## src/mdu_macros.svh

```systemverilog
`ifndef MDU_MACROS_SVH
`define MDU_MACROS_SVH

////////////////////////////////////////
// Datapath width
////////////////////////////////////////

// Operands, HI and LO
`define MDU_WIDTH 32

////////////////////////////////////////
// Latency per operation class
////////////////////////////////////////

// Cycles from accepted start to commit
`define MDU_MUL_CYCLES 5
`define MDU_DIV_CYCLES 10
`define MDU_FASTDIV_CYCLES 3

// Largest latency sets the counter size
`define MDU_MAX_CYCLES ((`MDU_DIV_CYCLES > `MDU_MUL_CYCLES) ? \
	((`MDU_DIV_CYCLES > `MDU_FASTDIV_CYCLES) ? `MDU_DIV_CYCLES : `MDU_FASTDIV_CYCLES) : \
	((`MDU_MUL_CYCLES > `MDU_FASTDIV_CYCLES) ? `MDU_MUL_CYCLES : `MDU_FASTDIV_CYCLES))
`define MDU_CNT_WIDTH ($clog2(`MDU_MAX_CYCLES + 1))

`endif
```

## src/mduPkg.sv

```systemverilog
`default_nettype none

`include "mdu_macros.svh"

package mduPkg;

	////////////////////////////////////////
	// Operation codes
	////////////////////////////////////////

	// Arithmetic ops start the unit, move ops touch HI/LO directly
	typedef enum logic [3:0] {
		opNone    = 4'd0,
		opMult    = 4'd1,
		opMultu   = 4'd2,
		opDiv     = 4'd3,
		opDivu    = 4'd4,
		opFastDiv = 4'd5,
		opMfhi    = 4'd6,
		opMflo    = 4'd7,
		opMthi    = 4'd8,
		opMtlo    = 4'd9
	} mduOpT;

	////////////////////////////////////////
	// Request and result bundles
	////////////////////////////////////////

	// One request from the pipeline, 68 bits
	typedef struct packed {
		mduOpT                  op;
		logic [`MDU_WIDTH-1:0] srcA;
		logic [`MDU_WIDTH-1:0] srcB;
	} mduReqT;

	// HI/LO pair, remainder in hi and quotient in lo for division
	typedef struct packed {
		logic [`MDU_WIDTH-1:0] hi;
		logic [`MDU_WIDTH-1:0] lo;
	} hiLoT;

	// Which datapath gets committed
	typedef enum logic {
		selMul = 1'b0,
		selDiv = 1'b1
	} resSelT;

endpackage

`default_nettype wire

```

## src/hiLoFile.sv

```systemverilog
`default_nettype none

`include "mdu_macros.svh"

module hiLoFile import mduPkg::*; (
	input  wire logic                   clk,
	input  wire logic                   rst,
	input  wire logic                   clr,
	input  wire logic                   busy,
	input  wire mduReqT                 req,
	input  wire logic                   commit,
	input  wire resSelT                 commitSel,
	input  wire hiLoT                   product,
	input  wire hiLoT                   divRes,
	output hiLoT                        hiLo,
	output logic [`MDU_WIDTH-1:0]       rdData
);

	hiLoT selRes;

	// Result from whichever datapath ran
	assign selRes = (commitSel == selDiv) ? divRes : product;

	////////////////////////////////////////
	// HI and LO registers
	////////////////////////////////////////

	always_ff @(posedge clk) begin
		if (rst || clr) begin
			hiLo <= '0;
		end else if (commit) begin
			hiLo <= selRes;
		end else if (!busy) begin
			// Move-to writes, dropped while busy since the pipe stalls
			if (req.op == opMthi) begin
				hiLo.hi <= req.srcA;
			end
			if (req.op == opMtlo) begin
				hiLo.lo <= req.srcA;
			end
		end
	end

	////////////////////////////////////////
	// Move-from read
	////////////////////////////////////////

	always_comb begin
		case (req.op)
			opMfhi:  rdData = hiLo.hi;
			opMflo:  rdData = hiLo.lo;
			default: rdData = '0;
		endcase
	end

endmodule

`default_nettype wire

```

## config.mk

```make
export PLATFORM = sky130hd
export DESIGN_NAME = hiLoFile
export DESIGN_NICKNAME = d
export VERILOG_FILES = /design/src/mduPkg.sv /design/src/hiLoFile.sv
export VERILOG_INCLUDE_DIRS = /design/src /design/src/src
export SDC_FILE = /design/constraint.sdc
export NUM_CORES = 1
export LEC_CHECK = 0
export ABC_AREA = 1
export BUFFER_PORTS_ARGS = -buffer_cell sky130_fd_sc_hd__buf_2
export CORE_AREA = 2 2 116 118
export CTS_CLUSTER_SIZE = 40
export DETAILED_ROUTE_END_ITERATION = 7
export DIE_AREA = 0 0 118 120
export PLACE_DENSITY = 0.66
export SLEW_MARGIN = 40
export SYNTH_ARGS = -nofsm -noshare
export SYNTH_HDL_FRONTEND = slang
export SYNTH_SLANG_ARGS = --single-unit
```

## constraint.sdc

```tcl
create_clock -name clk -period 1.2 [get_ports clk]
set_clock_uncertainty 0.05 [all_clocks]
set_input_delay 0.12 -clock clk [delete_from_list [all_inputs] [get_ports clk]]
set_output_delay 0.12 -clock clk [all_outputs]
set_load 0.01 [all_outputs]
```

# Word-level counts from Yosys, hierarchy flattened
# Cells that the tools add are included.
# classes
eq_ne	5
n_mux	6
reduce_logical	5
# op_table
op	n
two-way mux 64 bit	3
two-way mux 32 bit	2
one-hot mux 32 bit (2 select lines)	1
== test 4 x 3 -> 1 bit, second input constant	2
== test 4 bit, second input constant	2
AND reduction 2 bit	2
nonzero test 2 bit	2
!= test 2 x 1 -> 1 bit, second input constant	1
logical OR 1 bit	1
# totals
ff_bits	64
input_bits	202
output_inout_bits	96

# Logic depth before layout (Yosys ltp)
# logic_depth
ltp_word	4
ltp_mapped	9
depth_no_buf	7

# Worst setup path before layout
# No wires, ideal clock.
# synth_path
path_kind	input -> register
from	input port req[66] (netlist bit)
to	register hiLo[29] (netlist bit)
arrival_ns	0.878
required_ns	1.039
setup_slack_ns	0.160
path_stages	8
path_buffers	2
path_cell_list	nor2_2 nand3_2 nand2_2 inv_2 buf_6 buf_6 nor2_1 nor2_1
# synth_between
elab_chain_cells	3
# synth_rtl
item	line_no	text
from (decl)	hiLoFile.sv:10	input wire mduReqT req,
== test 4 bit	hiLoFile.sv:38	if (req.op == opMtlo) begin
nonzero test 2 bit (no line)	n/a	
AND reduction 2 bit (no line)	n/a	
to (signal assigned)	hiLoFile.sv:32	hiLo <= selRes;
to (decl)	hiLoFile.sv:15	output hiLoT hiLo,
# No other way between the ends.
# A chain may end at the register's enable or synchronous reset.

# Worst setup path after layout
# layout_path
from	input port req[67] (netlist bit)
to	output port rdData[26]
# layout_between
elab_chain_cells	2
word_cells_on_any_way	3
cone_classes	eq/ne: 2; mux: 1
# layout_rtl
item	line_no	text
== test 4 x 3 -> 1 bit	hiLoFile.sv:49	case (req.op)
one-hot mux 32 bit (2 select lines) (*)	hiLoFile.sv:49	
to (decl)	hiLoFile.sv:16	output logic [`MDU_WIDTH-1:0] rdData
# Mark *: on every way between the ends. The rest lies on a longest branch, timed or not.

==> out/results.ini <==
[route]
num_vias=5602
wire_per_inst_um=14.8
drtIter0Drc=424
firstDrtPassIters=5
wirelength_um=17300
post_drt_via_cell_ratio=4.80
ant_nets=0
drc=0

[global_route]
antenna_found_initial=0
grt_pass1_wl_um=25900
grt_max_degree=61
grt-ovfl-total=0
grt_pass1_vias=5282
grt_use_total=0.228

[placed_design]
io_buffers=265
gp_congestion=0.861
dp_hpwl_um=12400
placed_cells=1146
dpl_worst_slack_ps=-119

[power_and_ir_drop]
peakVddDrop_mv=0.512
leakage_nw=3.30
power_mw=6.65
power_density_nw_per_um2=1030

[sta]
fin_ws_ps=-14.3
period_needed_ps=1210
post-route-period-util=1.01
setup_viol=5
tightest_slew_ps=339
rsz0062_at_grt=yes
slew_viol_final=0
fmax_mhz=824
hold_viol=0
max-slew-margin-rel=0.773

[critical_path]
crit_buf_inv=3
crit_chain=buf_8 > nor2_4 > nand3_4 > clkbuf_16 > o22ai_1 > buf_2
worstSetupStartpointType=input port
path_delay_family=buffers and inverters
cp-end-kind=output port
critPathKind=input port to output port
cp_max_fo=14
slowest_delay_ps=220
worstPathArrival_ps=1040
worst_ep_required_time_ps=1030
cp_slowest_cell=clkbuf_16

[floorplan]
row_count=42
ioPinCount=298
die_height_um=120
dieWidth_um=118
start_util=0.322
core_area_um2=13000
dieArea_um2=14200

[worst_hold_path]
min-delay-path-class=input port to register

[synthesis]
synth_top_area_cell=dfxtp_1
synth_nets=926
synth.top_cell.area_share=0.307
ys_types=18
synth_area_leaders=dfxtp_1, nor2_1, o21ai_0
synthFlopType=dfxtp_1
synth_edf_count=0
synth_area_um2=4180
yosysWarnings=0
ys_ff_latch=64
syn_avg_cell_area_um2=5.77
synth_seq_area_share=0.307
postSynthCellCount=724
async_reset_ff_frac=0

[cells_and_area]
fin_cells=1166
top_regs=hiLo: 64 flops
syn2layout_area_growth_pct=55.0
regMostFlops=hiLo
drive_above_1_share=0.383
layout.nets=1188
largest_reg_flops=64
n_antenna_cell=0

[clocking]
cts_max_path_buffers=2
cts_tree=done
clk_latency_ps=310
ctsHtreeMaxLevel=3
root_buffer=clkbuf_16
numCtsBuffers=9
clock_sinks=64
clk_pin_slew_ps=60

[outcome]
failed_checks=negative setup slack
status=complete, but fails checks

[job]
drv_cap=0

[power breakdown]
part	internal (mW)	leakage, nW	total, mW	switching [mW]
Sequential	2.23	0.533	2.29	0.0519
Clock	1.92	0.159	2.83	0.915
Combinational	0.690	2.60	1.53	0.839
[synth_stat cells, types with 6 or more instances]
library cell and count:
nor2_1 176, nand2_1 114, o21ai_0 88, inv_1 80
nand3_1 72, dfxtp_1 64, o22ai_1 32, buf_2 29
o21ai_1 28, clkbuf_1 15, a21oi_1 6
[final cells by class]
cell class / count / area, µm²
fillers: 1429 / 6510
multi-input cells: 522 / 2430
repair buffers: 305 / 1870
flip-flops and latches: 64 / 1310
inverters: 84 / 319
clock buffers: 12 / 256
well taps: 176 / 220
clock inverters: 3 / 65.1
[cells in the final DEF, fill, tap and decap left out]
master / instances
buf_2: 263
nor2_1: 174
nand2_1: 114
o21ai_0: 88
inv_1: 72
nand3_1: 70
dfxtp_1: 41
o21ai_1: 28
dfxtp_2: 23
buf_4: 22
o22ai_1: 17
o22ai_2: 15
buf_12: 15
clkbuf_16: 11
inv_2: 10
a21oi_1: 6
nand3_2: 3
nor2_4: 2
nor2_2: 2
clkinv_2: 2
nand2_2: 2
clkbuf_8: 2
bufinv_16: 2
buf_6: 2
inv_4: 1
nand3_4: 1
clkbuf_1: 1
buf_8: 1
[tightest hold or removal path: cells and delay by family]
kind / cells / cell delay, ps
AND/OR/NAND/NOR: 3 / 170
buffers and inverters: 1 / 100
[layer usage]
metal / track usage / vias up / wire length, µm
met5: 0 / - / 0
met4: 0.0730 / 0 / 405
met1: 0.276 / 2537 / 7190
li1: - / 2832 / -
met3: 0.0371 / 27 / 1010
met2: 0.411 / 206 / 8640
[cell families after synthesis]
kind of cell / count (synthesis) / share of synthesized area
simple gates: 368 / 0.358
compound gates: 154 / 0.194
buf+inv: 138 / 0.141
flops: 64 / 0.307
[path summary, 6_finish.rpt]
kind                    startpoint  slack, ps                    end  depth (start not counted)
min                            rst         70  hiLo[40]$_SDFFE_PP0P_                          4
min reg2reg  hiLo[21]$_SDFFE_PP0P_        450  hiLo[21]$_SDFFE_PP0P_                          2
max reg2reg  hiLo[60]$_SDFFE_PP0P_        420  hiLo[60]$_SDFFE_PP0P_                          3
max                        req[67]        -10             rdData[26]                          6
[through the flow]
stage	util	instance area [µm²]	setup TNS, ps	hold slack [ps]
finish	0.499	6470	-36.7	65.8
global route	0.499	6470	-932	74.5
CTS	0.484	6280	-2.43	65.6
detailed placement	0.456	5920	-2680	409
global placement	0.456	5920	-2380	405
floorplan	-	4180	0	309
[repair_timing]
action | 4_1_cts | 5_1_grt
hold buffers | 0 | 0
setup endpoints to repair | 32 | 32
cloned | 0 | 2
pin swaps | 1 | 2
resized for setup | 12 | 44
endpoints found under the hold margin | 0 | 0
buffers inserted | 1 | 2
No activity file was read; power rests on OpenSTA's default activity.
