--- src/mdu_macros.svh ---
`ifndef MDU_MACROS_SVH
`define MDU_MACROS_SVH

////////////////////////////////////////
// Datapath width
////////////////////////////////////////

// Operands, HI and LO
`define MDU_WIDTH 32

////////////////////////////////////////
// Latency per operation class
////////////////////////////////////////

// Cycles from accepted start to commit
`define MDU_MUL_CYCLES 5
`define MDU_DIV_CYCLES 10
`define MDU_FASTDIV_CYCLES 3

// Largest latency sets the counter size
`define MDU_MAX_CYCLES ((`MDU_DIV_CYCLES > `MDU_MUL_CYCLES) ? \
	((`MDU_DIV_CYCLES > `MDU_FASTDIV_CYCLES) ? `MDU_DIV_CYCLES : `MDU_FASTDIV_CYCLES) : \
	((`MDU_MUL_CYCLES > `MDU_FASTDIV_CYCLES) ? `MDU_MUL_CYCLES : `MDU_FASTDIV_CYCLES))
`define MDU_CNT_WIDTH ($clog2(`MDU_MAX_CYCLES + 1))

`endif
--- src/mduPkg.sv ---
`default_nettype none

`include "mdu_macros.svh"

package mduPkg;

	////////////////////////////////////////
	// Operation codes
	////////////////////////////////////////

	// Arithmetic ops start the unit, move ops touch HI/LO directly
	typedef enum logic [3:0] {
		opNone    = 4'd0,
		opMult    = 4'd1,
		opMultu   = 4'd2,
		opDiv     = 4'd3,
		opDivu    = 4'd4,
		opFastDiv = 4'd5,
		opMfhi    = 4'd6,
		opMflo    = 4'd7,
		opMthi    = 4'd8,
		opMtlo    = 4'd9
	} mduOpT;

	////////////////////////////////////////
	// Request and result bundles
	////////////////////////////////////////

	// One request from the pipeline, 68 bits
	typedef struct packed {
		mduOpT                  op;
		logic [`MDU_WIDTH-1:0] srcA;
		logic [`MDU_WIDTH-1:0] srcB;
	} mduReqT;

	// HI/LO pair, remainder in hi and quotient in lo for division
	typedef struct packed {
		logic [`MDU_WIDTH-1:0] hi;
		logic [`MDU_WIDTH-1:0] lo;
	} hiLoT;

	// Which datapath gets committed
	typedef enum logic {
		selMul = 1'b0,
		selDiv = 1'b1
	} resSelT;

endpackage

`default_nettype wire

--- src/mulUnit.sv ---
`default_nettype none

`include "mdu_macros.svh"

module mulUnit import mduPkg::*; (
	input  wire logic                  clk,
	input  wire logic                  rst,
	input  wire logic                  mulStart,
	input  wire logic                  isSigned,
	input  wire logic [`MDU_WIDTH-1:0] srcA,
	input  wire logic [`MDU_WIDTH-1:0] srcB,
	output hiLoT                       product
);

	localparam int W = `MDU_WIDTH;
	localparam int H = W / 2;

	logic [W-1:0]   magA;
	logic [W-1:0]   magB;
	logic [W-1:0]   pLL;
	logic [W-1:0]   pLH;
	logic [W-1:0]   pHL;
	logic [W-1:0]   pHH;
	logic           negRes;
	logic           s1Valid;
	logic [2*W-1:0] sum;

	// Magnitudes, -2^31 stays correct as unsigned
	assign magA = (isSigned && srcA[W-1]) ? -srcA : srcA;
	assign magB = (isSigned && srcB[W-1]) ? -srcB : srcB;

	////////////////////////////////////////
	// Stage one, partial products
	////////////////////////////////////////

	always_ff @(posedge clk) begin
		if (rst) begin
			s1Valid <= 1'b0;
		end else begin
			s1Valid <= mulStart;
		end
	end

	always_ff @(posedge clk) begin
		if (mulStart) begin
			pLL    <= magA[H-1:0] * magB[H-1:0];
			pLH    <= magA[H-1:0] * magB[W-1:H];
			pHL    <= magA[W-1:H] * magB[H-1:0];
			pHH    <= magA[W-1:H] * magB[W-1:H];
			// Result negative when exactly one operand is
			negRes <= isSigned && (srcA[W-1] ^ srcB[W-1]);
		end
	end

	////////////////////////////////////////
	// Stage two, sum and sign fix
	////////////////////////////////////////

	assign sum = {{W{1'b0}}, pLL}
		+ ({{W{1'b0}}, pLH} << H)
		+ ({{W{1'b0}}, pHL} << H)
		+ ({pHH, {W{1'b0}}});

	// Held until the next stage-one item arrives
	always_ff @(posedge clk) begin
		if (s1Valid) begin
			product <= negRes ? hiLoT'(-sum) : hiLoT'(sum);
		end
	end

endmodule

`default_nettype wire

--- config.mk ---
export PLATFORM = sky130hd
export DESIGN_NAME = mulUnit
export DESIGN_NICKNAME = d
export VERILOG_FILES = /design/src/mduPkg.sv /design/src/mulUnit.sv
export VERILOG_INCLUDE_DIRS = /design/src /design/src/src
export SDC_FILE = /design/constraint.sdc
export NUM_CORES = 2
export LEC_CHECK = 0
export BUFFER_PORTS_ARGS = -buffer_cell sky130_fd_sc_hd__buf_4
export CAP_MARGIN = 20
export CORE_ASPECT_RATIO = 0.8
export CORE_MARGIN = 2
export CORE_UTILIZATION = 58
export DETAILED_ROUTE_END_ITERATION = 6
export GPL_TIMING_DRIVEN = 0
export MAX_ROUTING_LAYER = met4
export PLACE_DENSITY = 0.85
export SLEW_MARGIN = 10
export SYNTH_ARGS = -nofsm -noshare
export SYNTH_HDL_FRONTEND = slang
export SYNTH_SLANG_ARGS = --single-unit
--- constraint.sdc ---
create_clock -name clk -period 16.5 [get_ports clk]
set_input_delay 1.65 -clock clk [delete_from_list [all_inputs] [get_ports clk]]
set_output_delay 1.65 -clock clk [all_outputs]
set_load 0.005 [all_outputs]
# Word level (Yosys, flattened, before mapping)
# Cells that the tools add are included.
[totals]
reg_bits = 194
[op_classes]
add_sub_neg = 6
n_mul = 4
muxes = 3
bitwise_logic = 1
n_reduce_logical = 3
[op_table]
columns = ["cell", "count"]
rows = [
  ["16-bit by 16-bit multiplier with 32-bit output", 4],
  ["50-bit by 64-bit adder with 64-bit output", 1],
  ["32-bit two-way mux", 2],
  ["64-bit two-way mux", 1],
  ["32-bit negation", 2],
  ["64-bit negation", 1],
  ["49-bit by 48-bit adder with 50-bit output", 1],
  ["32-bit by 48-bit adder with 49-bit output", 1],
  ["1-bit logical AND", 3],
  ["1-bit bitwise XOR", 1],
]

# Logic depth before layout (Yosys ltp)
[logic_depth]
ltp_word = 5
depth_mapped = 37

# Worst setup path before layout
# No wires, ideal clock.
[synth_timing]
path_type = "in2reg"
from = "input port srcB[0]"
to = "register pHH[31], data pin"
setup_ns = 0.259
t_arrival_ns = 10.310
path_slack_ns = 5.931
path_stages = 35
n_path_buf = 3
path_cell_list = "clkbuf_1 inv_1 clkbuf_1 ha_1 nand2b_1 or3_1 nor2b_1 inv_1 nor4_1 nor2_1 xnor2_1 clkbuf_1 nor2_1 fa_1 inv_1 fa_1 fa_1 fa_1 inv_1 fa_1 inv_1 fa_1 inv_1 ha_1 a21oi_1 o21ai_0 and3_1 a221oi_1 a31oi_1 a41o_1 o21a_1 and4_1 a2111oi_0 a21oi_1 xnor2_1"
[synth_between]
elab_chain_len = 3
[synth_lines]
columns = ["element", "line_no", "rtl"]
rows = [
  ["start: declaration", "mulUnit.sv:11", "input wire logic [`MDU_WIDTH-1:0] srcB,"],
  ["32-bit negation", "mulUnit.sv:30", "assign magB = (isSigned && srcB[W-1]) ? -srcB : srcB;"],
  ["32-bit two-way mux", "mulUnit.sv:30", ""],
  ["16-bit by 16-bit multiplier with 32-bit output", "mulUnit.sv:49", "pHH <= magA[W-1:H] * magB[W-1:H];"],
  ["end signal: assignment", "mulUnit.sv:49", ""],
  ["end: declaration", "mulUnit.sv:23", "logic [W-1:0] pHH;"],
]
# Every way passes these cells.
# A chain may end at the register's enable or synchronous reset.

# Final worst setup path
[layout_timing]
from = "input port srcB[0]"
to = "register pLH[30], data pin"
[layout_between]
elab_chain_len = 3
[layout_lines]
columns = ["element", "line_no", "rtl"]
rows = [
  ["32-bit negation", "mulUnit.sv:30", ""],
  ["32-bit two-way mux", "mulUnit.sv:30", ""],
  ["16-bit by 16-bit multiplier with 32-bit output", "mulUnit.sv:47", "pLH <= magA[H-1:0] * magB[W-1:H];"],
  ["end signal: assignment", "mulUnit.sv:47", ""],
  ["end: declaration", "mulUnit.sv:21", "logic [W-1:0] pLH;"],
]
# Every way passes these cells.

==> results.yml <==
synth:
  syn_avg_cell_area_sq_um: 9.02
  yosysWarningCount: 0
  synth_common_cells: "inv_1, fa_1, nand2_1"
  yosysTopAreaCell: "fa_1"
  synth_area_sq_mm: 0.0440
  syn_inst: 4872
  syn_nets: 6200
  ys_types: 71
  synth_most_common_cell: "inv_1"
  async_flop_share_pct: 0
  synthFlopType: "edfxtp_1"
  synth_area_leaders: "fa_1, edfxtp_1, ha_1"
  postSynthRegisterBits: 194
  yosysTopAreaCellShare_pct: 36.8
  synth-edff-count: 193
  synth_seq_area_share_pct: 13.2
route:
  ant_nets: 0
  drt_iter0_drc: 4346
  finalWirelength_mm: 159
  drc: 0
  viasPerCell: 5.94
  first_pass_iters: 5
  vias: 36142
  post_drt_wl_per_cell_um: 26.1
global_routing:
  grt.total_usage_pct: 42.4
  antenna_found_initial: 7
  grt_pass1_wl_mm: 232
  overflow: 0
  first_global_vias: 36141
  grt_max_degree: 102
placed_design:
  pre_cts_ws_ps: 2570
  gp_congestion: 1.07
  dp_cells: 6044
  port_buffers: 127
  hpwl_mm: 132
clocking:
  clkSlewWorstSetupHoldPaths_ps: 80
  numCtsBuffers: 17
  insertion_delay_ps: 460
  cts_setup_buffers: 0
  htreeDepth: 4
  cts_hold_buf: 0
  numClockSinks: 194
  cts_root_buf: "clkbuf_16"
  clockBufferDepth: 2
  ctsResizeCount: 0
  cts_tree: "done"
status:
  status: "finished, final reports clean"
sta:
  layout_setup_ws_ps: 2640
  post-route-period-util_pct: 84.0
  rsz0062_at_grt: "false"
  clock.fmax_mhz: 72.1
  min_period_ps: 13860
  skew_ps: 20.4
  worst_slew_margin_rel_pct: 11.0
  drv_slew: 0
  tns_ps: 0
  worst_slew_pin_slew_ps: 1330
  setup_violations: 0
  finalHoldViolations: 0
layout:
  regArea_sq_mm: 0.00582
  fin_util_pct: 63.0
  multi_input_area_sq_mm: 0.0342
  drive_above_1_share_pct: 4.93
  final_net_count: 6385
  fill_cells: 6467
  final_cells: 6086
  area.growth.synth_to_final_pct: 7.70
setup_path:
  cp_slowest_stage_delay_ps: 930
  crit_path_max_fanout: 10
  crit_top_cell: "inv_1"
  startpoint_type: "input port"
  crit_path_end_kind: "register"
  crit_path_top_delay_cell: "xor2_1"
  critPathKind: "input port to register"
  arrival_ps: 14110
  cpLargestDelayFamily: "adder cells"
  path_buf_inv: 10
  crit_required_ps: 16750
die:
  io-pin-count: 132
  num_rows: 90
  coreArea_sq_mm: 0.0752
  die_y_um: 250
  die-area_sq_mm: 0.0780
  fp.dieW_um: 312
  initial_core_util_pct: 58.5
min_path:
  holdCritPathClass: "register to register"
job:
  drv_cap: 0
[worst paths after layout]
check / startpoint / end / slack (ps) / cells after the start
min reg2reg: s1Valid$_SDFF_PP0_ / product[53]$_DFFE_PP_ / 490 / 0
max reg2reg: pLL[17]$_DFFE_PP_ / product[59]$_DFFE_PP_ / 10060 / 15
min: s1Valid$_SDFF_PP0_ / product[53]$_DFFE_PP_ / 490 / 0
max: srcB[0] / pLH[30]$_DFFE_PP_ / 2640 / 34
[logic make-up (layout without fill, tap and decap cells)]
family / count (synthesis) / count (layout) / synth area share (%)
flops: 194 / 194 / 13.2
buf+inv: 1116 / 1313 / 9.53
simple gates: 1523 / 1523 / 14.4
fa+ha+maj: 1260 / 1260 / 49.7
compound gates: 453 / 453 / 6.68
other cells: 0 / 5 / 0
mux: 2 / 2 / 0.0455
xor+xnor: 324 / 324 / 6.45
[registers in the layout, summed over array words and instances, names as in the netlist]
| signal | flops |
|---|---|
| negRes | 1 |
| pHH | 32 |
| pHL | 32 |
| pLH | 32 |
| pLL | 32 |
| product | 64 |
| s1Valid | 1 |
[placed cells by master (no fill, tap or decap), drive strengths merged, types with 19 or more instances in the layout]
master,n
inv,941
fa,809
nand2,647
nor2,633
ha,451
xnor2,212
clkbuf,197
edfxtp,193
buf,166
a21oi,123
xor2,112
o21ai,104
a21o,49
nor3,34
nand3,30
or3,26
and3,25
o31ai,22
and2,21
o21bai,19
[layout make-up]
cell class,instances,area share (%)
buffer,180,1.43
multi-input combinational,3562,72.1
clock buffer,18,0.906
timing repair buffer,166,2.91
sequential,194,12.3
antenna,5,0.0264
inverter,936,7.42
tap,1012,2.67
clock inverter,13,0.217
[metrics by stage]
stage,cell area (sq um),hold WS [ps]
after floorplan,44000,450
after global placement,46200,473
after detailed placement,46800,473
after CTS,47300,492
after global routing,47400,500
final,47400,491
[layer usage]
metal | wire length [um] | track usage, % | up-vias
met5 | 0 | - | -
met4 | 6730 | 14.9 | 0
met3 | 25600 | 19.3 | 405
met2 | 63700 | 57.7 | 2421
met1 | 62900 | 55.6 | 17798
li1 | - | - | 15518
Power is not shown: default switching activity piles up to over one toggle a cycle in this logic, so the estimate is an artifact.
