### src/mdu_macros.svh
`ifndef MDU_MACROS_SVH
`define MDU_MACROS_SVH

////////////////////////////////////////
// Datapath width
////////////////////////////////////////

// Operands, HI and LO
`define MDU_WIDTH 32

////////////////////////////////////////
// Latency per operation class
////////////////////////////////////////

// Cycles from accepted start to commit
`define MDU_MUL_CYCLES 5
`define MDU_DIV_CYCLES 10
`define MDU_FASTDIV_CYCLES 3

// Largest latency sets the counter size
`define MDU_MAX_CYCLES ((`MDU_DIV_CYCLES > `MDU_MUL_CYCLES) ? \
	((`MDU_DIV_CYCLES > `MDU_FASTDIV_CYCLES) ? `MDU_DIV_CYCLES : `MDU_FASTDIV_CYCLES) : \
	((`MDU_MUL_CYCLES > `MDU_FASTDIV_CYCLES) ? `MDU_MUL_CYCLES : `MDU_FASTDIV_CYCLES))
`define MDU_CNT_WIDTH ($clog2(`MDU_MAX_CYCLES + 1))

`endif
### src/mduPkg.sv
`default_nettype none

`include "mdu_macros.svh"

package mduPkg;

	////////////////////////////////////////
	// Operation codes
	////////////////////////////////////////

	// Arithmetic ops start the unit, move ops touch HI/LO directly
	typedef enum logic [3:0] {
		opNone    = 4'd0,
		opMult    = 4'd1,
		opMultu   = 4'd2,
		opDiv     = 4'd3,
		opDivu    = 4'd4,
		opFastDiv = 4'd5,
		opMfhi    = 4'd6,
		opMflo    = 4'd7,
		opMthi    = 4'd8,
		opMtlo    = 4'd9
	} mduOpT;

	////////////////////////////////////////
	// Request and result bundles
	////////////////////////////////////////

	// One request from the pipeline, 68 bits
	typedef struct packed {
		mduOpT                  op;
		logic [`MDU_WIDTH-1:0] srcA;
		logic [`MDU_WIDTH-1:0] srcB;
	} mduReqT;

	// HI/LO pair, remainder in hi and quotient in lo for division
	typedef struct packed {
		logic [`MDU_WIDTH-1:0] hi;
		logic [`MDU_WIDTH-1:0] lo;
	} hiLoT;

	// Which datapath gets committed
	typedef enum logic {
		selMul = 1'b0,
		selDiv = 1'b1
	} resSelT;

endpackage

`default_nettype wire

### src/mduControl.sv
`default_nettype none

`include "mdu_macros.svh"

module mduControl import mduPkg::*; (
	input  wire logic   clk,
	input  wire logic   rst,
	input  wire logic   clr,
	input  wire logic   start,
	input  wire mduOpT  op,
	output logic        mulStart,
	output logic        divStart,
	output logic        divSigned,
	output logic        commit,
	output resSelT      commitSel,
	output logic        busy
);

	localparam int CntW = `MDU_CNT_WIDTH;

	// Latencies sized to the counter
	localparam logic [CntW-1:0] mulLat     = CntW'(`MDU_MUL_CYCLES);
	localparam logic [CntW-1:0] divLat     = CntW'(`MDU_DIV_CYCLES);
	localparam logic [CntW-1:0] fastDivLat = CntW'(`MDU_FASTDIV_CYCLES);

	logic [CntW-1:0] cnt;
	logic [CntW-1:0] lat;
	logic            isArith;
	logic            isMul;
	logic            accept;

	////////////////////////////////////////
	// Op decode
	////////////////////////////////////////

	always_comb begin
		isArith = 1'b1;
		isMul   = 1'b0;
		lat     = '0;
		case (op)
			opMult, opMultu: begin
				isMul = 1'b1;
				lat   = mulLat;
			end
			opDiv, opDivu: lat = divLat;
			opFastDiv:     lat = fastDivLat;
			default:       isArith = 1'b0;
		endcase
	end

	// Both signed division flavours
	assign divSigned = (op == opDiv) || (op == opFastDiv);

	////////////////////////////////////////
	// Start routing
	////////////////////////////////////////

	// Only while idle, and not while aborting
	assign accept   = start && !busy && isArith && !clr;
	assign mulStart = accept && isMul;
	assign divStart = accept && !isMul;

	////////////////////////////////////////
	// Latency counter
	////////////////////////////////////////

	// Nonzero count means an op is in flight
	assign busy = (cnt != '0);

	// Last cycle of the count, HI/LO load on the coming edge
	assign commit = (cnt == CntW'(1)) && !clr;

	always_ff @(posedge clk) begin
		if (rst || clr) begin
			cnt       <= '0;
			commitSel <= selMul;
		end else if (accept) begin
			cnt       <= lat;
			// Remembered until the commit
			commitSel <= isMul ? selMul : selDiv;
		end else if (busy) begin
			cnt <= cnt - CntW'(1);
		end
	end

endmodule

`default_nettype wire

### config.mk
export PLATFORM = sky130hd
export DESIGN_NAME = mduControl
export DESIGN_NICKNAME = d
export VERILOG_FILES = /design/src/mduPkg.sv /design/src/mduControl.sv
export VERILOG_INCLUDE_DIRS = /design/src /design/src/src
export SDC_FILE = /design/constraint.sdc
export NUM_CORES = 1
export LEC_CHECK = 0
export ABC_AREA = 1
export BUFFER_PORTS_ARGS = -buffer_cell sky130_fd_sc_hd__buf_2
export CAP_MARGIN = 5
export CORE_AREA = 2 2 39 41
export DETAILED_ROUTE_END_ITERATION = 12
export DIE_AREA = 0 0 41 43
export GPL_ROUTABILITY_DRIVEN = 1
export SYNTH_ARGS = -nofsm -noshare
export SYNTH_HDL_FRONTEND = slang
export SYNTH_SLANG_ARGS = --single-unit
export TNS_END_PERCENT = 50
### constraint.sdc
create_clock -name clk -period 1.5 [get_ports clk]
set_input_delay 0.3 -clock clk [delete_from_list [all_inputs] [get_ports clk]]
set_output_delay 0.3 -clock clk [all_outputs]
set_load 0.1 [all_outputs]
* After elaboration in Yosys (flattened, before gate mapping)
Index checks and enable logic that the tools add are counted.
** Word-level totals
- Flip-flop bits (word level) :: 5
- Bits of input ports :: 8
- Output and inout port bits :: 6
- Word-level logic and storage cells :: 31
** Operators by class
- $add $sub $neg :: 1
- Eq/ne operators :: 6
- Multiplexer cells :: 6
- Reductions and logical operators :: 16
** Operators by type and width (number)
- $pmux 4 s3 :: 1
- $eq 4x1->1 const B :: 2
- $eq 4x2->1 const B :: 2
- $eq 4x3->1 const B :: 2
- $mux 4 :: 2
- $logic_and 1x1->1 :: 6
- $reduce_or 5->1 :: 1
- $reduce_bool 4->1 :: 1
- $reduce_or 2->1 :: 2
- $sub 4x1->4 const B :: 1
- $logic_not 1->1 :: 3
- $mux 1 :: 3
- $logic_or 1x1->1 :: 2
- $reduce_bool 2->1 :: 1

* Depth between registers and ports, before layout
- Depth in word-level cells :: 6
- Depth in mapped cells :: 9
- Depth with buffers taken out :: 9

* Worst setup path after synthesis
OpenSTA, ideal clock, no wires.
- Kind :: reg-to-output
- Start :: register cnt[1]
- End :: output port commit
- Data arrival time :: 1.821 ns
- Required time :: 1.200 ns
- Path slack :: -0.621 ns
- Stages on the path, launching flop included :: 5
- Path buffers :: 0
- Cells stage by stage :: dfxtp_1 -> inv_1 -> ha_1 -> nand2_1 -> nor2_1
** On the way
- Cells in the longest elaborated chain, start to end :: 2
** RTL lines
- start: declaration :: line mduControl.sv:26 : logic [CntW-1:0] cnt;
- start signal: assignment :: line mduControl.sv:78 : cnt <= lat;
- start signal: assignment :: line mduControl.sv:82 : cnt <= cnt - CntW'(1);
- $eq 4x1->1 :: line mduControl.sv:71 : assign commit = (cnt == CntW'(1)) && !clr;
- $logic_and 1x1->1 :: line mduControl.sv:71
- end: declaration :: line mduControl.sv:14 : output logic commit,
Every way passes these cells.

* Final worst setup path
- Start :: register cnt[0]
- End :: output port divStart
** On the way
- Cells in the longest elaborated chain, start to end :: 6
** RTL lines
- $reduce_bool 4->1 :: line mduControl.sv:68 : assign busy = (cnt != '0);
- $logic_not 1->1 :: line mduControl.sv:59 : assign accept = start && !busy && isArith && !clr;
- $logic_and 1x1->1 (3 in a row) :: line mduControl.sv:59
- $logic_and 1x1->1 :: line mduControl.sv:61 : assign divStart = accept && !isMul;
- end: declaration :: line mduControl.sv:12 : output logic divStart,
Every way passes these cells.

==> results.yml <==
timing:
  hold_viol: 0
  fmax_mhz: 591
  fin_skew_ns: 0.00700
  final_max_slew_viol_count: 0
  rsz0062_at_grt: "yes"
  period_minus_slack_ns: 1.69
  fin_crit_sh_pct: 113
  worst_pin_slew_ns: 0.482
  setup_viol: 4
  fin_ws_ns: -0.193
  slew_headroom_pct: 68.1
floorplanning:
  die_x_um: 41
  die_area_um2: 1760
  design.portCount: 14
  num_rows: 14
  core_area_um2: 1380
  start_util_pct: 33.2
  die_h_um: 43
logic_synthesis:
  ys_types: 19
  synth_area_leader_cell: "dfxtp_1"
  ys_ff_latch: 5
  ys.warnings.count: 0
  synthTopCellsByArea: "dfxtp_1, nand2_1, inv_1"
  ys_seq_area_share_pct: 21.8
  synth_top_area_share_pct: 21.8
  synth_area_um2: 459
  avgSynthCellArea_um2: 6.96
  synth_cells: 66
  syn_nets: 77
pwr:
  power_frac_comb_pct: 68.5
  power-per-cell-area_nw_per_um2: 1440
  p_int_mw: 0.556
  power_switching_mw: 0.518
  ir_drop_mv: 0.674
  switching_share_pct: 48.2
  seq_power_share_pct: 16.7
  p_leak_nw: 0.414
  power_frac_clock_pct: 14.8
place:
  pre_cts_slack_ns: -0.0549
  dpl_cell_area_um2: 707
  place.gp.congestion: 0.729
  portBuffers: 13
  dp.cells: 102
  hpwl_um: 769
drt:
  drc_errors: 0
  post_drt_wl_per_cell_um: 8.31
  vias: 466
  first_pass_iters: 3
  vias_per_cell: 4.31
  ant_nets: 0
  route.final.wire_length_um: 898
  drt_iter0_drc: 9
final_layout:
  stdcell_area_um2: 748
  final_cells: 108
  final_nets: 104
  final_cell_mix: "nand2_1, inv_1, buf_4, buf_2, nor2_1"
  diodes: 0
  area_delta_synth_final_pct: 62.9
  filler_cell_count: 136
  finish.utilization_pct: 54.1
  drive_above_1_share_pct: 50.0
  layout_commonest_cell: "nand2_1"
clocking:
  clock-sinks: 5
  htree_levels: 1
  hold_buffers: 0
  clk_pin_slew_ns: 0.05
  cts_buffers: 3
  root_buffer: "clkbuf_4"
  clk-insertion-delay-late_ns: 0.25
  cts_tree: "done"
  cts_buffer_depth: 2
global_routing:
  gr-total-overflow: 0
  gr-usage-met3_pct: 2.09
  grt_busiest_layer: "met2"
  grt_pass1_wl_um: 1740
  use_met2_pct: 24.4
  antenna_found_initial: 0
  grt_max_degree: 7
  grtUsageTotal_pct: 14.1
  grt_pass1_vias: 476
  use_met1_pct: 15.8
setup_path:
  critical_path.max_stage_delay_ns: 0.31
  crit_chain: "inv_2 > ha_4 > nand2_8 > nor2_8 > nand2_4 > nand2_2 > nand2_2 > clkinvlp_4 > buf_12"
  critPathMostFrequentCell: "nand2_2"
  crit_required_ns: 1.20
  cp.arrival_ns: 1.39
  startpoint_type: "flip-flop"
  path_max_fanout: 3
  cp_top_family: "simple AND/OR/NAND/NOR gates"
  path_class: "reg -> out"
  crit_path_end_kind: "output pin"
  path_buf_inv: 3
  cp_slowest_cell: "dfxtp_2"
hold_path:
  hold_path_class: "in -> reg"
run_status:
  status: "finished with violations"
  violations: "negative setup slack"
job:
  drv_cap: 0
final timing paths:
| path | slack (ns) | start | cells after the start | to |
|---|---|---|---|---|
| worst max register to register | 0.12 | cnt[0]$_SDFFE_PP0P_ | 9 | cnt[0]$_SDFFE_PP0P_ |
| worst min register to register | 0.45 | commitSel$_SDFFE_PP0P_ | 2 | commitSel$_SDFFE_PP0P_ |
| worst min-delay path | 0.33 | rst | 4 | cnt[3]$_SDFFE_PP0P_ |
| worst max-delay path | -0.19 | cnt[0]$_SDFFE_PP0P_ | 9 | divStart |
logic make-up after synthesis:
kind of cell	count (synthesis)	synth area share (%)
flops	5	21.8
fa+ha+maj	3	8.18
simple gates	36	47.4
xor+xnor	2	3.82
compound gates	6	7.36
buf+inv	14	11.4
flip-flops by register name (all words and copies together), names as in the netlist:
| signal | flops |
|---|---|
| cnt | 4 |
| commitSel | 1 |
tightest hold or removal path: cells and delay by family:
kind,cells,cell delay (ns)
and+or+nand+nor,2,0.12
buffers and inverters,1,0.08
AOI/OAI and AO/OA,1,0.03
metal layers:
layer  vias up  part of all wire [%]  wire [um]
li1        252                     -          -
met1       200                    42        375
met2        11                    52        469
met3         3                   4.0         36
met4         0                   1.9         17
met5         -                     0          0
area by class of cell:
| cell class | count | area, um2 | share of cell area (%) |
|---|---|---|---|
| Multi-Input combinational cell | 47 | 335 | 44.8 |
| Timing Repair Buffer | 22 | 208 | 27.8 |
| Sequential cell | 5 | 103 | 13.7 |
| Clock buffer | 4 | 26.3 | 3.51 |
| Inverter | 14 | 56.3 | 7.53 |
| Tap cell | 16 | 20.0 | 2.68 |
repair_timing:
action | in CTS | in global routing
endpoints found under the setup margin | 4 | 4
setup buffers | 1 | 1
gates cloned | 0 | 0
gates resized for setup | 0 | 1
pin swaps | 3 | 1
endpoints found under the hold margin | 0 | 0
synth_stat cells:
cell / number
nor2_1: 8
a21oi_2: 1
nand3_2: 2
dfxtp_1: 5
o21ai_0: 3
nand3_1: 2
ha_1: 3
nand4_1: 1
nand2_1: 14
nor2_8: 1
nor3_4: 1
inv_1: 13
xor2_1: 2
inv_2: 1
nand2_2: 2
a21oi_1: 2
nor2_4: 1
nor3_1: 1
nand2_4: 3
power by group through the flow:
stage	sequential [mW]	combinational, mW	clock [mW]
2_1_floorplan	0.186	0.499	0
3_3_place_gp	0.181	0.700	0
3_5_place_dp	0.183	0.707	0
4_1_cts	0.180	0.717	0.163
5_1_grt	0.183	0.798	0.175
6_report	0.180	0.736	0.159
through the flow:
stage                     TNS (ns)  total power, mW  hold slack (ns)
after floorplan              -1.73            0.686            0.476
after global routing        -0.805             1.16            0.353
after global placement     -0.0574            0.881            0.438
final                       -0.547             1.07            0.334
after detailed placement   -0.0549            0.889            0.442
after CTS                   -0.443             1.06            0.331
Note: power is estimated with default switching activity, not from simulation.
