`src/mdu_macros.svh`:
```
`ifndef MDU_MACROS_SVH
`define MDU_MACROS_SVH

////////////////////////////////////////
// Datapath width
////////////////////////////////////////

// Operands, HI and LO
`define MDU_WIDTH 32

////////////////////////////////////////
// Latency per operation class
////////////////////////////////////////

// Cycles from accepted start to commit
`define MDU_MUL_CYCLES 5
`define MDU_DIV_CYCLES 10
`define MDU_FASTDIV_CYCLES 3

// Largest latency sets the counter size
`define MDU_MAX_CYCLES ((`MDU_DIV_CYCLES > `MDU_MUL_CYCLES) ? \
	((`MDU_DIV_CYCLES > `MDU_FASTDIV_CYCLES) ? `MDU_DIV_CYCLES : `MDU_FASTDIV_CYCLES) : \
	((`MDU_MUL_CYCLES > `MDU_FASTDIV_CYCLES) ? `MDU_MUL_CYCLES : `MDU_FASTDIV_CYCLES))
`define MDU_CNT_WIDTH ($clog2(`MDU_MAX_CYCLES + 1))

`endif
```
`src/mduPkg.sv`:
```
`default_nettype none

`include "mdu_macros.svh"

package mduPkg;

	////////////////////////////////////////
	// Operation codes
	////////////////////////////////////////

	// Arithmetic ops start the unit, move ops touch HI/LO directly
	typedef enum logic [3:0] {
		opNone    = 4'd0,
		opMult    = 4'd1,
		opMultu   = 4'd2,
		opDiv     = 4'd3,
		opDivu    = 4'd4,
		opFastDiv = 4'd5,
		opMfhi    = 4'd6,
		opMflo    = 4'd7,
		opMthi    = 4'd8,
		opMtlo    = 4'd9
	} mduOpT;

	////////////////////////////////////////
	// Request and result bundles
	////////////////////////////////////////

	// One request from the pipeline, 68 bits
	typedef struct packed {
		mduOpT                  op;
		logic [`MDU_WIDTH-1:0] srcA;
		logic [`MDU_WIDTH-1:0] srcB;
	} mduReqT;

	// HI/LO pair, remainder in hi and quotient in lo for division
	typedef struct packed {
		logic [`MDU_WIDTH-1:0] hi;
		logic [`MDU_WIDTH-1:0] lo;
	} hiLoT;

	// Which datapath gets committed
	typedef enum logic {
		selMul = 1'b0,
		selDiv = 1'b1
	} resSelT;

endpackage

`default_nettype wire

```
`src/divUnit.sv`:
```
`default_nettype none

`include "mdu_macros.svh"

module divUnit import mduPkg::*; (
	input  wire logic                  clk,
	input  wire logic                  rst,
	input  wire logic                  divStart,
	input  wire logic                  divSigned,
	input  wire logic [`MDU_WIDTH-1:0] srcA,
	input  wire logic [`MDU_WIDTH-1:0] srcB,
	output hiLoT                       divRes
);

	localparam int W = `MDU_WIDTH;

	logic [W-1:0] magA;
	logic [W-1:0] magB;
	logic [W-1:0] safeB;
	logic [W-1:0] magQ;
	logic [W-1:0] magR;
	logic         negA;
	logic         negB;
	logic         divZero;
	logic         overflow;
	hiLoT         nextRes;

	////////////////////////////////////////
	// Magnitude division
	////////////////////////////////////////

	assign negA = divSigned && srcA[W-1];
	assign negB = divSigned && srcB[W-1];
	assign magA = negA ? -srcA : srcA;
	assign magB = negB ? -srcB : srcB;

	// Keep the divider defined for a zero divisor
	assign safeB = (magB == '0) ? {{(W-1){1'b0}}, 1'b1} : magB;
	assign magQ  = magA / safeB;
	assign magR  = magA % safeB;

	// Special cases
	assign divZero  = (srcB == '0);
	assign overflow = divSigned && (srcA == {1'b1, {(W-1){1'b0}}}) && (srcB == '1);

	always_comb begin
		if (divZero) begin
			// All-ones quotient, dividend back as remainder
			nextRes.lo = '1;
			nextRes.hi = srcA;
		end else if (overflow) begin
			nextRes.lo = srcA;
			nextRes.hi = '0;
		end else begin
			// Truncate toward zero, remainder follows the dividend
			nextRes.lo = (negA ^ negB) ? -magQ : magQ;
			nextRes.hi = negA ? -magR : magR;
		end
	end

	// Result captured at start and held until the next one
	always_ff @(posedge clk) begin
		if (rst) begin
			divRes <= '0;
		end else if (divStart) begin
			divRes <= nextRes;
		end
	end

endmodule

`default_nettype wire

```
`config.mk`:
```
export PLATFORM = sky130hd
export DESIGN_NAME = divUnit
export DESIGN_NICKNAME = d
export VERILOG_FILES = /design/src/mduPkg.sv /design/src/divUnit.sv
export VERILOG_INCLUDE_DIRS = /design/src /design/src/src
export SDC_FILE = /design/constraint.sdc
export NUM_CORES = 2
export LEC_CHECK = 0
export BUFFER_PORTS_ARGS = -buffer_cell sky130_fd_sc_hd__buf_2
export CELL_PAD_IN_SITES_DETAIL_PLACEMENT = 0
export CELL_PAD_IN_SITES_GLOBAL_PLACEMENT = 1
export CORE_MARGIN = 8
export CORE_UTILIZATION = 43
export CTS_CLUSTER_DIAMETER = 100
export CTS_CLUSTER_SIZE = 8
export DETAILED_ROUTE_END_ITERATION = 8
export PLACE_DENSITY = 0.83
export SYNTH_ARGS = -nofsm -noshare
export SYNTH_HDL_FRONTEND = slang
export SYNTH_SLANG_ARGS = --single-unit
```
`constraint.sdc`:
```
create_clock -name clk -period 86.2 [get_ports clk]
set_clock_uncertainty 0.1 [all_clocks]
set_input_delay 8.62 -clock clk [delete_from_list [all_inputs] [get_ports clk]]
set_output_delay 8.62 -clock clk [all_outputs]
set_load 0.05 [all_outputs]
```
# Word level (Yosys, flattened, before mapping)
# Cells that the tools add are included.
# op_classes
addsub	4
n_div	2
eq_ne	2
mux	7
n_bitwise	1
reduce_logical	6
# op_table
operator	count
2-to-1 mux 32 bit	5
2-to-1 mux 64 bit	2
negation 32 bit	4
equality test 32 bit (second input constant)	2
logical NOT 32 bit	2
divider 32 x 32 -> 32 bit	1
remainder unit 32 x 32 -> 32 bit	1
logical AND 1 bit	4
XOR 1 bit	1
# totals
reg_bits	64
in_bits	68
output_inout_bits	64
elab_cells	24

# Longest topological paths before layout
# logic_depth
depth_word	9
ltp_mapped	380
depth_no_buf	355

# Worst setup path after synthesis
# Ideal clock, no wire load.
# synth_path
path_type	input port to flip-flop
startpoint	in srcB[1]
endpoint	reg divRes[62] (netlist bit)
setup_time_ns	0.070
t_arrival_ns	86.313
required_time_ns	86.030
setup_slack_ns	-0.283
cell_stages	344
n_path_buf	59
path_cell_list	inv_1 > ha_1 > nor3b_1 > clkbuf_1 > a31oi_1 > xnor2_1 > o2111ai_1 > nor4_1 > nand3_1 > nor3_1 > nor2_1 > ha_1 > o22ai_1 > o31ai_1 > ha_1 > o21a_1 > o21ai_1 > and2_1 > (+308 left out) > a2111oi_0 > a211oi_1 > o31a_1 > clkbuf_1 > clkbuf_1 > clkbuf_1 > buf_1 > clkbuf_1 > o21ai_0 > ha_1 > nand2_1 > nor4_2 > nand3_2 > or4_4 > nor4_2 > a31oi_1 > xor2_1 > a21oi_1
# synth_via
elab_chain_cells	9
word_cells_on_any_way	12
classes_between	add/sub (2); div (1); eq/ne (1); mux (5); reduce/logical (3)
# synth_rtl
item	line_no	text
from (decl)	divUnit.sv:11	input wire logic [`MDU_WIDTH-1:0] srcB,
negation 32 bit	divUnit.sv:35	assign magB = negB ? -srcB : srcB;
2-to-1 mux 32 bit	divUnit.sv:35	
logical NOT 32 bit	divUnit.sv:38	assign safeB = (magB == '0) ? {{(W-1){1'b0}}, 1'b1} : magB;
2-to-1 mux 32 bit	divUnit.sv:38	
remainder unit 32 x 32 -> 32 bit	divUnit.sv:40	assign magR = magA % safeB;
negation 32 bit	divUnit.sv:57	nextRes.hi = negA ? -magR : magR;
2-to-1 mux 32 bit	divUnit.sv:57	
2-to-1 mux 64 bit	divUnit.sv:51	end else if (overflow) begin
2-to-1 mux 64 bit (*)	divUnit.sv:47	if (divZero) begin
to (signal assigned)	divUnit.sv:66	divRes <= nextRes;
to (decl)	divUnit.sv:12	output hiLoT divRes
# Every way passes the cells marked *; elsewhere a longest branch is shown, timed or not.
# A chain may end at the register's enable or synchronous reset.

# Worst setup path after layout
# layout_path
startpoint	in srcB[1]
endpoint	reg divRes[59] (netlist bit)
# Same word-level chain as after synthesis.

==> impl_metrics.json <==
{
  "comb_power_share_pct": 91.8,
  "cts_made_buffers": 9,
  "clkSlewWorstSetupHoldPaths_ps": 60,
  "drtIter0Drc": 7211,
  "slew_violations": 0,
  "setup_viol": 0,
  "synth_area_leaders": "ha_1 17%, a21oi_1 7.4%, nor2_1 7.1%, xnor2_1 6.9%, nand2_1 5.6%",
  "cp.arrival_ps": 84190,
  "wl_met2_mm": 77.8,
  "synth_nets": 6352,
  "cp_common_cell": "ha_1",
  "placementRows": 109,
  "pwr-share-seq_pct": 4.0,
  "power_leakage_nw": 18.9,
  "cts_root_buf": "clkbuf_16",
  "netlist-cell-type-count": 129,
  "end_kind": "flop",
  "cts.hold.buffers_added": 0,
  "wl_met1_mm": 71.6,
  "drive_gt1_share_pct": 15.2,
  "die_y_microns": 315,
  "syn-instance-count": 5748,
  "synth_top_area_share_pct": 17.4,
  "reg.largest.list": "divRes (64)",
  "io_pins": 132,
  "htree_num_levels": 3,
  "first_pass_iters": 9,
  "gp_congestion": 1.13,
  "drc": 1,
  "placed_area_sq_mm": 0.0419,
  "internal_power_mw": 0.389,
  "drt-wirelength-per-cell_microns": 26.8,
  "cp_slowest_stage_delay_ps": 760,
  "clock-sinks": 64,
  "postLayoutCellArea_sq_mm": 0.0439,
  "p_total_mw": 1.02,
  "die-area_sq_mm": 0.0990,
  "status": "finished, violations left",
  "grt_overflow": 0,
  "post-synth-top-count-cell": "nor2_1",
  "synth_flop_cell": "dfxtp_1",
  "viasPerCell": 6.85,
  "ys_ff_latch": 64,
  "vias": 49300,
  "grt_antenna_before_repair": 21,
  "grt_usage_pct": 36.2,
  "violations": "DRC",
  "fin_crit_ps": 83990,
  "ys_warn_count": 0,
  "cp_data_required_time_ps": 86390,
  "numPortBuffers": 131,
  "start_util_pct": 43.4,
  "largest_register": "divRes",
  "grt_pass1_wl_mm": 279,
  "hpwl_mm": 151,
  "clkPwrFrac_pct": 4.2,
  "critical_path.max_fanout": 46,
  "stdcell_count": 7202,
  "ir_worst_vdd_mv": 0.0182,
  "dr_wl_met3_mm": 26.5,
  "hold_violations": 0,
  "ys_seq_area_share_pct": 3.34,
  "worst_path_max_delay_cell": "nor2_1",
  "hp-class": "reg -> reg",
  "powerDensity_mw_per_mm2": 23.3,
  "path_class": "in -> reg",
  "cts_tree": "yes",
  "core_area_sq_mm": 0.0884,
  "yosysTopAreaCell": "ha_1",
  "switching_power_mw": 0.633,
  "area_delta_synth_final_pct": 14.6,
  "timing.fmax_mhz": 11.9,
  "tightest_slew_ps": 1440,
  "synthTopCellsByCount": "723 x nor2_1, 577 x nand2_1, 565 x a21oi_1, 535 x ha_1, 337 x o21ai_0",
  "max_cap_viol_count": 0,
  "period_share_pct": 97.4,
  "fin_nets": 6614,
  "fp.dieW_microns": 315,
  "dp.cells": 7117,
  "clk_latency_ps": 390,
  "clk_path_buf_depth": 2,
  "top_layer_used": "met5",
  "grt_pass1_vias": 44500,
  "syn_area_per_cell_sq_um": 6.67,
  "slew_headroom_pct": 3.25,
  "swShare_pct": 61.9,
  "largest_reg_flops": 64,
  "setup_tns_ps": 0,
  "cp-start-kind": "input port",
  "synth-edff-count": 0,
  "grt_max_degree": 81,
  "async_flop_share_pct": 0,
  "ant_nets": 0,
  "syn-cell-area_sq_mm": 0.0384,
  "wl_mm": 193
}
-- repair_timing --
action	4_1_cts	5_1_grt
pin swaps	6	30
resized for setup	59	247
buffers inserted	9	37
endpoints found under the setup margin	64	64
gates cloned	0	1
-- cell families after synthesis --
logic type	synth area share, %
AOI/OAI and AO/OA	33.3
buffers and inverters	4.18
and+or+nand+nor	28.8
muxes	1.85
DFF	3.34
xor gates and xnor gates	11.0
adders and majority gates	17.5
-- worst paths after layout --
path / from / endpoint / cells past startpoint / slack [ps]
worst max register to register: divRes[63]$_SDFFE_PP0P_ / divRes[63]$_SDFFE_PP0P_ / 5 / 84950
worst min register to register: divRes[18]$_SDFFE_PP0P_ / divRes[18]$_SDFFE_PP0P_ / 2 / 370
worst max-delay path: srcB[1] / divRes[59]$_SDFFE_PP0P_ / 339 / 2210
worst min-delay path: divRes[18]$_SDFFE_PP0P_ / divRes[18]$_SDFFE_PP0P_ / 2 / 370
-- through the flow --
stage	hold slack [ps]	utilization [%]	worst slack [ps]
3_5_place_dp	363	47.4	-4820
6_report	374	49.7	2210
3_3_place_gp	359	47.4	-3290
4_1_cts	375	48.1	2.03
5_1_grt	389	49.7	-698
2_1_floorplan	592	-	370
-- metal layers --
layer  GRT usage [%]  up-vias
met1            45.4    22700
met4            24.7        8
met3            9.85      974
li1                -    22100
met5               0        -
met2            53.4     3598
-- power groups by stage --
stage          clock (mW)  combinational [mW]  sequential (mW)
2_1_floorplan           0               0.588           0.0671
3_3_place_gp            0               0.862           0.0415
3_5_place_dp            0               0.866           0.0417
4_1_cts            0.0427               0.878           0.0411
5_1_grt            0.0438               0.993           0.0420
6_report           0.0426               0.938           0.0412
-- area by class of cell --
class                   instances  area, sq um
well taps                    1165         1460
diodes                         22         55.1
clock inverters                 6         67.6
clock buffers                  10          229
multi-input cells            5292        36900
inverters                     173          649
flip-flops and latches         64         1280
repair buffers                470         3310
fillers                      9020        44400
-- worst max-delay path, delay by kind of cell --
| kind | cells | cell delay, ps |
|---|---|---|
| AOI/OAI and AO/OA | 179 | 39630 |
| and+or+nand+nor | 90 | 18760 |
| adders and majority gates | 33 | 10200 |
| buffers and inverters | 36 | 6540 |
| xor gates and xnor gates | 1 | 210 |
-- cells in the final DEF, fill, tap and decap left out, drive strengths merged, types with 173 or more instances in the layout --
cell	instances
ha	535
a21oi	570
nand2	581
o21ai	374
nor3	224
nor2	727
xnor2	302
inv	173
xor2	180
buf	469
(Power assumes the default switching activity.)
